<file path="config.mk">
export PLATFORM = sky130hd
export DESIGN_NAME = tx_dma_top
export DESIGN_NICKNAME = d
export VERILOG_FILES = /design/src/hw/tx_dma_pkg.sv /design/src/hw/tx_dma_regs.sv /design/src/hw/tx_dma_cq_parser.sv /design/src/hw/tx_dma_pkt_buffer.sv /design/src/hw/tx_dma_top.sv
export SDC_FILE = /design/constraint.sdc
export NUM_CORES = 2
export LEC_CHECK = 0
export BUFFER_PORTS_ARGS = -buffer_cell sky130_fd_sc_hd__buf_2
export CORE_MARGIN = 2
export CORE_UTILIZATION = 62
export CTS_CLUSTER_DIAMETER = 50
export DETAILED_ROUTE_END_ITERATION = 6
export GPL_TIMING_DRIVEN = 0
export PLACE_DENSITY_LB_ADDON = 0.05
export REMOVE_ABC_BUFFERS = 1
export SLEW_MARGIN = 0
export SYNTH_ARGS = -nofsm -noshare
export SYNTH_HDL_FRONTEND = slang
export SYNTH_SLANG_ARGS = --single-unit
</file>
<file path="constraint.sdc">
create_clock -name clk -period 5.4 [get_ports clk]
set_clock_uncertainty 0.15 [all_clocks]
set_input_delay 0.81 -clock clk [delete_from_list [all_inputs] [get_ports clk]]
set_output_delay 0.81 -clock clk [all_outputs]
set_load 0.05 [all_outputs]
</file>
<file path="src/hw/tx_dma_pkg.sv">
// TX DMA lite shared definitions
// Widths, header field positions, register map and FIFO pointer types

package tx_dma_pkg;

    localparam int CHANNELS     = 4;
    localparam int PKT_SIZE_MAX = 16;
    localparam int BUF_DEPTH    = 64;
    localparam int META_DEPTH   = 8;
    localparam int BUF_AW       = $clog2(BUF_DEPTH);
    localparam int META_AW      = $clog2(META_DEPTH);

    // Vector types
    typedef logic [31:0]                       data_t;
    typedef logic [$clog2(CHANNELS)-1:0]       chan_t;
    typedef logic [$clog2(PKT_SIZE_MAX+1)-1:0] pkt_size_t;
    typedef logic [23:0]                       hdr_meta_t;
    typedef logic [15:0]                       cnt_t;
    typedef logic [31:0]                       mi_addr_t;
    typedef logic [BUF_AW:0]                   buf_ptr_t;
    typedef logic [META_AW:0]                  meta_ptr_t;

    // Request header word layout
    localparam int HDR_CHAN_MSB = 31;
    localparam int HDR_CHAN_LSB = 30;
    localparam int HDR_SIZE_MSB = 28;
    localparam int HDR_SIZE_LSB = 24;
    localparam int HDR_META_MSB = 23;
    localparam int HDR_META_LSB = 0;

    // Register map
    localparam mi_addr_t REG_CHAN_EN   = 32'h0000_0000;
    localparam mi_addr_t REG_SENT_BASE = 32'h0000_0010;
    localparam mi_addr_t REG_DROP_BASE = 32'h0000_0020;

    typedef enum logic [1:0] {
        IDLE,
        PASS,
        DROP
    } parse_state_t;

endpackage

</file>
<file path="src/hw/tx_dma_regs.sv">
// TX DMA register block on the MI port
// Holds the channel enable mask and per-channel sent and dropped counters

`timescale 1ns/1ps

module tx_dma_regs (
    input  logic                          clk,
    input  logic                          rst_n,
    input  tx_dma_pkg::mi_addr_t          mi_addr,
    input  tx_dma_pkg::data_t             mi_dwr,
    input  logic                          mi_rd,
    input  logic                          mi_wr,
    output tx_dma_pkg::data_t             mi_drd,
    output logic                          mi_ardy,
    output logic                          mi_drdy,
    input  logic                          sent_pulse,
    input  tx_dma_pkg::chan_t             sent_chan,
    input  logic                          drop_pulse,
    input  tx_dma_pkg::chan_t             drop_chan,
    output logic [tx_dma_pkg::CHANNELS-1:0] chan_en
);
    import tx_dma_pkg::*;

    cnt_t  sent_cnt [CHANNELS];
    cnt_t  drop_cnt [CHANNELS];
    data_t rd_mux;
    logic  addr_aligned;
    chan_t addr_chan;

    // Requests are always taken at once
    assign mi_ardy = mi_rd | mi_wr;

    assign addr_aligned = (mi_addr[1:0] == 2'b00);
    assign addr_chan    = mi_addr[3:2];

    // Enable mask, counters are read only
    always_ff @(posedge clk) begin
        if (!rst_n) begin
            chan_en <= '0;
        end else if (mi_wr && mi_addr == REG_CHAN_EN) begin
            chan_en <= mi_dwr[CHANNELS-1:0];
        end
    end

    // Wrapping packet counters
    always_ff @(posedge clk) begin
        if (!rst_n) begin
            for (int c = 0; c < CHANNELS; c++) begin
                sent_cnt[c] <= '0;
                drop_cnt[c] <= '0;
            end
        end else begin
            if (sent_pulse) begin
                sent_cnt[sent_chan] <= sent_cnt[sent_chan] + 1'b1;
            end
            if (drop_pulse) begin
                drop_cnt[drop_chan] <= drop_cnt[drop_chan] + 1'b1;
            end
        end
    end

    // Address decode, unmapped addresses give zero
    always_comb begin
        rd_mux = '0;
        if (mi_addr == REG_CHAN_EN) begin
            rd_mux = data_t'(chan_en);
        end else if (addr_aligned && mi_addr[31:4] == REG_SENT_BASE[31:4]) begin
            rd_mux = data_t'(sent_cnt[addr_chan]);
        end else if (addr_aligned && mi_addr[31:4] == REG_DROP_BASE[31:4]) begin
            rd_mux = data_t'(drop_cnt[addr_chan]);
        end
    end

    // One cycle read latency
    always_ff @(posedge clk) begin
        if (!rst_n) begin
            mi_drdy <= 1'b0;
        end else begin
            mi_drdy <= mi_rd;
        end
    end

    always_ff @(posedge clk) begin
        if (mi_rd) begin
            mi_drd <= rd_mux;
        end
    end

endmodule

</file>
<file path="src/hw/tx_dma_cq_parser.sv">
// PCIe request parser for the TX DMA
// Decodes the header word, filters disabled channels and forwards payload

`timescale 1ns/1ps

module tx_dma_cq_parser (
    input  logic                            clk,
    input  logic                            rst_n,
    input  tx_dma_pkg::data_t               cq_data,
    input  logic                            cq_sof,
    input  logic                            cq_eof,
    input  logic                            cq_src_rdy,
    output logic                            cq_dst_rdy,
    output tx_dma_pkg::data_t               buf_data,
    output logic                            buf_last,
    output logic                            buf_valid,
    input  logic                            buf_ready,
    output tx_dma_pkg::chan_t               commit_chan,
    output tx_dma_pkg::pkt_size_t           commit_size,
    output tx_dma_pkg::hdr_meta_t           commit_meta,
    input  logic [tx_dma_pkg::CHANNELS-1:0] chan_en,
    output logic                            drop_pulse,
    output tx_dma_pkg::chan_t               drop_chan
);
    import tx_dma_pkg::*;

    parse_state_t state;
    parse_state_t state_nxt;

    chan_t     hdr_chan;
    pkt_size_t hdr_size;
    hdr_meta_t hdr_meta;
    logic      hdr_take;
    logic      hdr_en;
    logic      pass_done;
    logic      drop_done;

    // Header beat in IDLE, mask sampled right here
    assign hdr_take = (state == IDLE) && cq_src_rdy && cq_sof;
    assign hdr_en   = chan_en[cq_data[HDR_CHAN_MSB:HDR_CHAN_LSB]];

    // Payload goes straight to the buffer
    assign buf_data  = cq_data;
    assign buf_last  = cq_eof;
    assign buf_valid = (state == PASS) && cq_src_rdy;

    assign pass_done = buf_valid && buf_ready && cq_eof;
    assign drop_done = (state == DROP) && cq_src_rdy && cq_eof;

    always_comb begin
        case (state)
            PASS:    cq_dst_rdy = buf_ready;
            default: cq_dst_rdy = 1'b1;
        endcase
    end

    always_comb begin
        state_nxt = state;
        case (state)
            IDLE: begin
                if (hdr_take) begin
                    state_nxt = hdr_en ? PASS : DROP;
                end
            end
            PASS: begin
                if (pass_done) begin
                    state_nxt = IDLE;
                end
            end
            DROP: begin
                if (drop_done) begin
                    state_nxt = IDLE;
                end
            end
            default: state_nxt = IDLE;
        endcase
    end

    always_ff @(posedge clk) begin
        if (!rst_n) begin
            state <= IDLE;
        end else begin
            state <= state_nxt;
        end
    end

    // Header fields kept for the whole packet
    always_ff @(posedge clk) begin
        if (hdr_take) begin
            hdr_chan <= cq_data[HDR_CHAN_MSB:HDR_CHAN_LSB];
            hdr_size <= cq_data[HDR_SIZE_MSB:HDR_SIZE_LSB];
            hdr_meta <= cq_data[HDR_META_MSB:HDR_META_LSB];
        end
    end

    // Commit info is sampled by the buffer with the last word
    assign commit_chan = hdr_chan;
    assign commit_size = hdr_size;
    assign commit_meta = hdr_meta;

    // One pulse per discarded packet
    assign drop_pulse = drop_done;
    assign drop_chan  = hdr_chan;

endmodule

</file>
<file path="src/hw/tx_dma_pkt_buffer.sv">
// Store-and-forward packet buffer for the TX DMA
// Data FIFO plus metadata FIFO, drained into the framed user stream

`timescale 1ns/1ps

module tx_dma_pkt_buffer (
    input  logic                  clk,
    input  logic                  rst_n,
    input  tx_dma_pkg::data_t     buf_data,
    input  logic                  buf_last,
    input  logic                  buf_valid,
    output logic                  buf_ready,
    input  tx_dma_pkg::chan_t     commit_chan,
    input  tx_dma_pkg::pkt_size_t commit_size,
    input  tx_dma_pkg::hdr_meta_t commit_meta,
    output tx_dma_pkg::data_t     usr_tx_data,
    output logic                  usr_tx_sof,
    output logic                  usr_tx_eof,
    output logic                  usr_tx_src_rdy,
    input  logic                  usr_tx_dst_rdy,
    output tx_dma_pkg::pkt_size_t usr_tx_pkt_size,
    output tx_dma_pkg::chan_t     usr_tx_chan,
    output tx_dma_pkg::hdr_meta_t usr_tx_meta,
    output logic                  sent_pulse,
    output tx_dma_pkg::chan_t     sent_chan
);
    import tx_dma_pkg::*;

    data_t     data_mem [BUF_DEPTH];
    chan_t     chan_mem [META_DEPTH];
    pkt_size_t size_mem [META_DEPTH];
    hdr_meta_t meta_mem [META_DEPTH];

    buf_ptr_t  data_wr_ptr;
    buf_ptr_t  data_rd_ptr;
    meta_ptr_t meta_wr_ptr;
    meta_ptr_t meta_rd_ptr;
    logic      data_full;
    logic      meta_full;
    logic      meta_empty;
    logic      data_wr;
    logic      meta_wr;

    // Packet currently read out
    logic      pkt_active;
    logic      pkt_first;
    pkt_size_t pkt_left;
    chan_t     cur_chan;
    pkt_size_t cur_size;
    hdr_meta_t cur_meta;
    logic      pkt_start;
    logic      slot_free;
    logic      beat_load;

    assign data_full  = (data_wr_ptr[BUF_AW] != data_rd_ptr[BUF_AW]) &&
                        (data_wr_ptr[BUF_AW-1:0] == data_rd_ptr[BUF_AW-1:0]);
    assign meta_full  = (meta_wr_ptr[META_AW] != meta_rd_ptr[META_AW]) &&
                        (meta_wr_ptr[META_AW-1:0] == meta_rd_ptr[META_AW-1:0]);
    assign meta_empty = (meta_wr_ptr == meta_rd_ptr);

    assign buf_ready = !data_full && !meta_full;
    assign data_wr   = buf_valid && buf_ready;
    assign meta_wr   = data_wr && buf_last;

    // Write side
    always_ff @(posedge clk) begin
        if (data_wr) begin
            data_mem[data_wr_ptr[BUF_AW-1:0]] <= buf_data;
        end
        if (meta_wr) begin
            chan_mem[meta_wr_ptr[META_AW-1:0]] <= commit_chan;
            size_mem[meta_wr_ptr[META_AW-1:0]] <= commit_size;
            meta_mem[meta_wr_ptr[META_AW-1:0]] <= commit_meta;
        end
    end

    always_ff @(posedge clk) begin
        if (!rst_n) begin
            data_wr_ptr <= '0;
            meta_wr_ptr <= '0;
        end else begin
            if (data_wr) begin
                data_wr_ptr <= data_wr_ptr + 1'b1;
            end
            if (meta_wr) begin
                meta_wr_ptr <= meta_wr_ptr + 1'b1;
            end
        end
    end

    // Output slot can take a beat when empty or being consumed
    assign slot_free = !usr_tx_src_rdy || usr_tx_dst_rdy;
    assign pkt_start = !pkt_active && !meta_empty;
    assign beat_load = pkt_active && slot_free;

    always_ff @(posedge clk) begin
        if (!rst_n) begin
            meta_rd_ptr <= '0;
            data_rd_ptr <= '0;
            pkt_active  <= 1'b0;
            pkt_first   <= 1'b0;
            pkt_left    <= '0;
        end else if (pkt_start) begin
            meta_rd_ptr <= meta_rd_ptr + 1'b1;
            pkt_active  <= 1'b1;
            pkt_first   <= 1'b1;
            pkt_left    <= size_mem[meta_rd_ptr[META_AW-1:0]];
        end else if (beat_load) begin
            data_rd_ptr <= data_rd_ptr + 1'b1;
            pkt_first   <= 1'b0;
            pkt_left    <= pkt_left - 1'b1;
            if (pkt_left == pkt_size_t'(1)) begin
                pkt_active <= 1'b0;
            end
        end
    end

    always_ff @(posedge clk) begin
        if (pkt_start) begin
            cur_chan <= chan_mem[meta_rd_ptr[META_AW-1:0]];
            cur_size <= size_mem[meta_rd_ptr[META_AW-1:0]];
            cur_meta <= meta_mem[meta_rd_ptr[META_AW-1:0]];
        end
    end

    // Output framer, sof and eof drop with src_rdy
    always_ff @(posedge clk) begin
        if (!rst_n) begin
            usr_tx_src_rdy <= 1'b0;
            usr_tx_sof     <= 1'b0;
            usr_tx_eof     <= 1'b0;
        end else if (beat_load) begin
            usr_tx_src_rdy <= 1'b1;
            usr_tx_sof     <= pkt_first;
            usr_tx_eof     <= (pkt_left == pkt_size_t'(1));
        end else if (slot_free) begin
            usr_tx_src_rdy <= 1'b0;
            usr_tx_sof     <= 1'b0;
            usr_tx_eof     <= 1'b0;
        end
    end

    always_ff @(posedge clk) begin
        if (beat_load) begin
            usr_tx_data     <= data_mem[data_rd_ptr[BUF_AW-1:0]];
            usr_tx_pkt_size <= cur_size;
            usr_tx_chan     <= cur_chan;
            usr_tx_meta     <= cur_meta;
        end
    end

    assign sent_pulse = usr_tx_src_rdy && usr_tx_dst_rdy && usr_tx_eof;
    assign sent_chan  = usr_tx_chan;

endmodule

</file>
<file path="src/hw/tx_dma_top.sv">
// TX DMA lite top level
// Request parser feeding the packet buffer, with the MI register block

`timescale 1ns/1ps

module tx_dma_top (
    input  logic                  clk,
    input  logic                  rst_n,
    // PCIe request stream
    input  tx_dma_pkg::data_t     cq_data,
    input  logic                  cq_sof,
    input  logic                  cq_eof,
    input  logic                  cq_src_rdy,
    output logic                  cq_dst_rdy,
    // User stream
    output tx_dma_pkg::data_t     usr_tx_data,
    output logic                  usr_tx_sof,
    output logic                  usr_tx_eof,
    output logic                  usr_tx_src_rdy,
    input  logic                  usr_tx_dst_rdy,
    output tx_dma_pkg::pkt_size_t usr_tx_pkt_size,
    output tx_dma_pkg::chan_t     usr_tx_chan,
    output tx_dma_pkg::hdr_meta_t usr_tx_meta,
    // Memory interface
    input  tx_dma_pkg::mi_addr_t  mi_addr,
    input  tx_dma_pkg::data_t     mi_dwr,
    input  logic                  mi_rd,
    input  logic                  mi_wr,
    output tx_dma_pkg::data_t     mi_drd,
    output logic                  mi_ardy,
    output logic                  mi_drdy
);
    import tx_dma_pkg::*;

    data_t                buf_data;
    logic                 buf_last;
    logic                 buf_valid;
    logic                 buf_ready;
    chan_t                commit_chan;
    pkt_size_t            commit_size;
    hdr_meta_t            commit_meta;
    logic [CHANNELS-1:0]  chan_en;
    logic                 drop_pulse;
    chan_t                drop_chan;
    logic                 sent_pulse;
    chan_t                sent_chan;

    tx_dma_cq_parser i_parser (
        .clk         (clk),
        .rst_n       (rst_n),
        .cq_data     (cq_data),
        .cq_sof      (cq_sof),
        .cq_eof      (cq_eof),
        .cq_src_rdy  (cq_src_rdy),
        .cq_dst_rdy  (cq_dst_rdy),
        .buf_data    (buf_data),
        .buf_last    (buf_last),
        .buf_valid   (buf_valid),
        .buf_ready   (buf_ready),
        .commit_chan (commit_chan),
        .commit_size (commit_size),
        .commit_meta (commit_meta),
        .chan_en     (chan_en),
        .drop_pulse  (drop_pulse),
        .drop_chan   (drop_chan)
    );

    tx_dma_pkt_buffer i_buffer (
        .clk             (clk),
        .rst_n           (rst_n),
        .buf_data        (buf_data),
        .buf_last        (buf_last),
        .buf_valid       (buf_valid),
        .buf_ready       (buf_ready),
        .commit_chan     (commit_chan),
        .commit_size     (commit_size),
        .commit_meta     (commit_meta),
        .usr_tx_data     (usr_tx_data),
        .usr_tx_sof      (usr_tx_sof),
        .usr_tx_eof      (usr_tx_eof),
        .usr_tx_src_rdy  (usr_tx_src_rdy),
        .usr_tx_dst_rdy  (usr_tx_dst_rdy),
        .usr_tx_pkt_size (usr_tx_pkt_size),
        .usr_tx_chan     (usr_tx_chan),
        .usr_tx_meta     (usr_tx_meta),
        .sent_pulse      (sent_pulse),
        .sent_chan       (sent_chan)
    );

    tx_dma_regs i_regs (
        .clk        (clk),
        .rst_n      (rst_n),
        .mi_addr    (mi_addr),
        .mi_dwr     (mi_dwr),
        .mi_rd      (mi_rd),
        .mi_wr      (mi_wr),
        .mi_drd     (mi_drd),
        .mi_ardy    (mi_ardy),
        .mi_drdy    (mi_drdy),
        .sent_pulse (sent_pulse),
        .sent_chan  (sent_chan),
        .drop_pulse (drop_pulse),
        .drop_chan  (drop_chan),
        .chan_en    (chan_en)
    );

endmodule

</file>
======== Yosys cells after proc, flatten, opt, wreduce, memory -nomap -nowiden ========
Memory sizes are Yosys's and may differ from the RTL's. A register that Yosys moved wholly into a read port is not among the register bits.
Index checks and enable logic that the tools add are counted.
word-level totals
  memories kept ........................... 6
  RAM bits ................................ 2424
  register bits after elaboration ......... 138
  bits of input ports ..................... 104
  logic and storage cells ................. 130
  output and inout port bits .............. 101
operators by class
  add/sub/neg operators ................... 7
  bitwise gates (word level) .............. 2
  $lt $le $gt $ge ......................... 1
  equality and inequality tests ........... 13
  reduce and logical (&&, ||, !) cells .... 35
  mux-type cells .......................... 43
memory list
  memory             depth  bits a word  rd ports  clocked after memory_dff  wr ports  line                     source
  i_buffer.data_mem  64     32           1         1                         1         tx_dma_pkt_buffer.sv:29  data_t data_mem [BUF_DEPTH];
  i_buffer.meta_mem  8      24           1         1                         1         tx_dma_pkt_buffer.sv:32  hdr_meta_t meta_mem [META_DEPTH];
  i_regs.drop_cnt    4      16           2         1                         4         tx_dma_regs.sv:25        cnt_t drop_cnt [CHANNELS];
  i_regs.sent_cnt    4      16           2         1                         4         tx_dma_regs.sv:24        cnt_t sent_cnt [CHANNELS];
  i_buffer.size_mem  8      5            1         1                         1         tx_dma_pkt_buffer.sv:31  pkt_size_t size_mem [META_DEPTH];
  i_buffer.chan_mem  8      2            1         1                         1         tx_dma_pkt_buffer.sv:30  chan_t chan_mem [META_DEPTH];
operators by type and width
  operator               number
  $mux 16                4
  $add 16x1->16 const B  2
  $logic_not 32->1       1
  $reduce_or 16->1       2
  $eq 28x1->1 const B    1
  $eq 28x2->1 const B    1
  $mux 1                 24
  $logic_and 1x1->1      17
  $mux 2                 8
  $add 7x1->7 const B    2
  $mux 5                 2
  $add 4x1->4 const B    2
  $eq 6x6->1             1
  $mux 3                 2
  $pmux 2 s3             1
  $reduce_bool 2->1      3
  $eq 5x1->1 const B     1
  $logic_not 1->1        5
  $sub 5x1->5 const B    1
  $eq 4x4->1             1
  $logic_not 2->1        2
  $mux 4                 1
  $ne 2x1->1 const B     2
  $reduce_and 2->1       2
  other kinds (12)       13

======== Depth between registers and ports, before layout ========
  depth after elaboration ................. 8
  gate-level depth with buffers ........... 11
  mapped depth without buffers ............ 6

======== By module ========
Synthesis repeated with hierarchy kept, for this count alone.
unflattened totals
  cell total of the unflattened synthesis .. 4691
  area total of the unflattened synthesis .. 101389.7 µm²
modules (own cells, without submodules)
  module             cells an instance  sequential area each (µm²)  instances  area each (µm²)
  tx_dma_pkt_buffer  4029               72469.5                     1          92227.2
  tx_dma_regs        581                4424.2                      1          7825.0
  tx_dma_cq_parser   81                 970.9                       1          1337.5

======== Least setup slack after synthesis ========
No wires, ideal clock.
  path kind ............................... input -> register
  from .................................... in cq_src_rdy
  to ...................................... mem i_buffer.chan_mem[1][0] (netlist name), enable pin
  path buffers ............................ 0
  arrival ................................. 3.768 ns
  data required time ...................... 4.792 ns
  library setup time ...................... 0.458 ns
  stages .................................. 4
  slack ................................... 1.024 ns
  path through ............................ and3b_1 -> o2111ai_1 -> or2_2 -> nor3_1
between the ends
  cells in the longest elaborated chain, start to end .. 5
RTL lines
  what                          line                     source
  start, declared               tx_dma_top.sv:13         input logic cq_src_rdy,
  $logic_and 1x1->1             tx_dma_cq_parser.sv:45   assign buf_valid = (state == PASS) && cq_src_rdy;
  $logic_and 1x1->1             tx_dma_pkt_buffer.sv:62  assign data_wr = buf_valid && buf_ready;
  $logic_and 1x1->1             tx_dma_pkt_buffer.sv:63  assign meta_wr = data_wr && buf_last;
  $mux 1                        tx_dma_pkt_buffer.sv:70  if (meta_wr) begin
  $mux 1 (not written as such)  tx_dma_pkt_buffer.sv:71  chan_mem[meta_wr_ptr[META_AW-1:0]] <= commit_chan;
  end, declared                 tx_dma_pkt_buffer.sv:30
No other way between the ends.

======== Worst setup path in the final report ========
  from .................................... reg i_buffer.data_rd_ptr[4]
  to ...................................... mem i_buffer.data_mem[36][28] (netlist name), enable pin
between the ends
  cells in the longest elaborated chain, start to end .. 7
RTL lines
  what                          line                      source
  start, declared               tx_dma_pkt_buffer.sv:35   buf_ptr_t data_rd_ptr;
  start signal, assigned        tx_dma_pkt_buffer.sv:109  data_rd_ptr <= data_rd_ptr + 1'b1;
  $eq 6x6->1                    tx_dma_pkt_buffer.sv:56   (data_wr_ptr[BUF_AW-1:0] == data_rd_ptr[BUF_AW-1:0]);
  $logic_and 1x1->1             tx_dma_pkt_buffer.sv:55   assign data_full = (data_wr_ptr[BUF_AW] != data_rd_ptr[BUF_AW]) &&
  $logic_not 1->1               tx_dma_pkt_buffer.sv:61   assign buf_ready = !data_full && !meta_full;
  $logic_and 1x1->1             tx_dma_pkt_buffer.sv:61
  $logic_and 1x1->1             tx_dma_pkt_buffer.sv:62
  $mux 1                        tx_dma_pkt_buffer.sv:67   if (data_wr) begin
  $mux 1 (not written as such)  tx_dma_pkt_buffer.sv:68   data_mem[data_wr_ptr[BUF_AW-1:0]] <= buf_data;
  end, declared                 tx_dma_pkt_buffer.sv:29
No other way between the ends.

==> flow_metrics.py <==
metrics = {
    "run_status": {
        "outcome": "finished, final reports clean",
    },
    "sta": {
        "hold_viol": 0,
        "fmax_ghz": 0.215,
        "min_period_over_period_pct": 86.1,
        "worst_pin_slew_ns": 1.46,
        "hold-worst-slack_ns": 0.0731,
        "min_period_ns": 4.65,
        "maxSlewViolCount": 0,
        "rsz0062_at_grt": "no",
        "relSlewSlack_pct": 1.84,
        "tns_ns": 0,
        "finalSetupViolCount": 0,
        "layout_setup_ws_ns": 0.749,
    },
    "floorplanning": {
        "core-area_mm2": 0.163,
        "start_util_pct": 62.4,
        "die_area_mm2": 0.167,
        "dieWidth_um": 408,
        "io_pins": 205,
        "num_rows": 148,
        "die_y_um": 408,
    },
    "route": {
        "wl_per_cell_um": 33.6,
        "totalWireLength_mm": 247,
        "vias": 49400,
        "dr_wl_met2_mm": 119,
        "postRouteAntennaNets": 0,
        "drcViolationCount": 0,
        "wl_met1_mm": 96.7,
        "drt_iter0_markers": 6357,
        "firstDrtPassIters": 6,
        "highest_layer": "met5",
        "via_per_inst": 6.71,
        "wl_met3_mm": 21.9,
    },
    "finish": {
        "final_cell_mix": "edfxtp_1, mux4_2, clkbuf_16",
        "drive_above_1_share_pct": 28.5,
        "multiInputGateArea_mm2": 0.0223,
        "design_area_mm2": 0.115,
        "final_core_util_pct": 70.9,
        "nets": 5102,
        "final_common_cell": "edfxtp_1",
        "n_fill_cell": 9621,
        "area_delta_synth_final_pct": 13.7,
        "ff_latch_area_mm2": 0.0780,
    },
    "cts": {
        "clockRootBuffer": "clkbuf_16",
        "ctsLongestPathBuffers": 4,
        "clk_latency_ns": 0.93,
        "numCtsBuffers": 281,
        "ctsResizeCount": 0,
        "htree_num_levels": 5,
        "tritoncts": "done",
        "numClockSinks": 2611,
        "path_clk_slew_ns": 0.06,
    },
    "logic_synthesis": {
        "synthCells": 4670,
        "synth_edf_count": 2565,
        "synth_async_sr_flop_share_pct": 0,
        "synth-seq-area-share_pct": 76.9,
        "ys_ff_latch": 2611,
        "synthFlopType": "edfxtp_1",
        "synth_warnings": 0,
        "avgSynthCellArea_um2": 21.7,
        "synthDistinctLibCells": 70,
        "synth_area_mm2": 0.101,
    },
    "placement": {
        "finalWeightedCongestion": 0.790,
        "dp_slack_ns": 0.460,
        "io_buffer_count": 160,
        "dp_hpwl_mm": 146,
        "dpl_cell_area_mm2": 0.107,
    },
    "pwr": {
        "leakagePower_uw": 0.0353,
        "p_per_area_mw_per_mm2": 395,
        "ir_drop_v": 0.000383,
    },
    "critical_path": {
        "crit_type": "flop to flop",
        "arrival_ns": 5.09,
        "crit_required_ns": 5.84,
        "crit_fanout": 43,
        "start_kind": "flop",
        "end_kind": "flop",
    },
    "global_route": {
        "grt_antenna_before_repair": 7,
        "grt_pass1_wl_mm": 354,
        "globalRouteTotalUtil_pct": 30.0,
        "grt_start_max_net_pins": 68,
        "overflow": 0,
        "grt_pass1_vias": 49200,
    },
    "flow_run": {
        "maxCapViolations": 0,
    },
    "worst_hold_path": {
        "min-delay-path-class": "primary input to flop",
    },
}
## worst max-delay path, stage by stage, from the launching register on
cell and delay [ns]:
dfxtp_4 0.79, buf_16 0.32, xnor2_1 0.11, nand4_1 0.30, o2111ai_1 0.50, or3_1 0.89, nor2_4 0.89, buf_12 0.28
## power by group
part / internal (uW) / switching [uW]
Clock: 10400 / 7490
Combinational: 2190 / 2620
Sequential: 22600 / 271
Total: 35100 / 10400
## area by class of cell
type / count / share of cell area, %
Sequential cell: 2611 / 67.6
Multi-Input combinational cell: 1736 / 19.4
Inverter: 63 / 0.212
Antenna cell: 3 / 0.00651
Tap cell: 2175 / 2.36
Timing Repair Buffer: 297 / 3.18
Clock inverter: 114 / 0.765
Clock buffer: 355 / 6.49
## Yosys cell counts, types with 24 or more instances
| cell type | instances | share of area [%] |
|---|---|---|
| a211oi_1 | 26 | 0.19 |
| a21oi_1 | 55 | 0.27 |
| a22oi_1 | 33 | 0.24 |
| buf_2 | 88 | 0.43 |
| buf_4 | 47 | 0.35 |
| buf_6 | 24 | 0.27 |
| clkbuf_1 | 97 | 0.36 |
| dfxtp_1 | 46 | 0.91 |
| edfxtp_1 | 2565 | 76 |
| inv_1 | 61 | 0.23 |
| mux2_2 | 54 | 0.60 |
| mux2i_1 | 133 | 1.3 |
| mux4_2 | 658 | 15 |
| nand2_1 | 129 | 0.48 |
| nand3_1 | 34 | 0.17 |
| nor2_1 | 235 | 0.87 |
| o21ai_0 | 26 | 0.13 |
| xnor2_1 | 32 | 0.28 |
## cells by family after synthesis
| kind of cell | share of synthesized area (%) |
|---|---|
| AOI/OAI and AO/OA | 1.84 |
| xor gates and xnor gates | 0.397 |
| adders and majority gates | 0.0987 |
| buffers and inverters | 1.72 |
| DFF | 76.9 |
| muxes | 16.5 |
| other | 0.00370 |
| and+or+nand+nor | 2.53 |
## layer usage
| metal | vias up | GRT usage, % |
|---|---|---|
| li1 | 20100 | - |
| met1 | 26300 | 43.6 |
| met2 | 2559 | 46.8 |
| met3 | 426 | 5.33 |
| met4 | 2 | 10.6 |
| met5 | - | 0 |
## registers in the layout, indices dropped and copies added, names as in the netlist, 7 cells and up, named ones only
register              count
i_regs.drop_cnt          64
i_buffer.data_mem      2048
i_buffer.usr_tx_data     32
i_buffer.chan_mem        16
i_regs.sent_cnt          64
i_buffer.usr_tx_meta     24
i_buffer.size_mem        40
i_regs.mi_drd            16
i_buffer.cur_meta        24
i_buffer.data_rd_ptr      7
i_buffer.data_wr_ptr      7
i_buffer.meta_mem       192
i_parser.commit_meta     24
## final timing paths
kind	start	to	slack [ns]	depth (start not counted)
worst max-delay path	i_buffer.data_rd_ptr[4]	i_buffer.data_mem[36][28]	0.75	7
worst min-delay path	mi_dwr[2]	i_regs.chan_en[2]	0.07	3
worst max register to register	i_buffer.data_rd_ptr[4]	i_buffer.data_mem[36][28]	0.75	7
worst min register to register	i_buffer.cur_meta[1]	i_buffer.usr_tx_meta[1]	0.26	0
## through the flow
stage / instances / total power, uW
5_1_grt: 7351 / 46800
6_report: 7354 / 45500
2_1_floorplan: 4410 / 26400
4_1_cts: 7346 / 45800
3_5_place_dp: 6874 / 28100
3_3_place_gp: 6745 / 27000
## timing repair
action	in CTS	in global routing
endpoints found under the hold margin	3	0
hold buffers	3	0
buffers inserted	0	0
No activity file was read; power rests on OpenSTA's default activity.
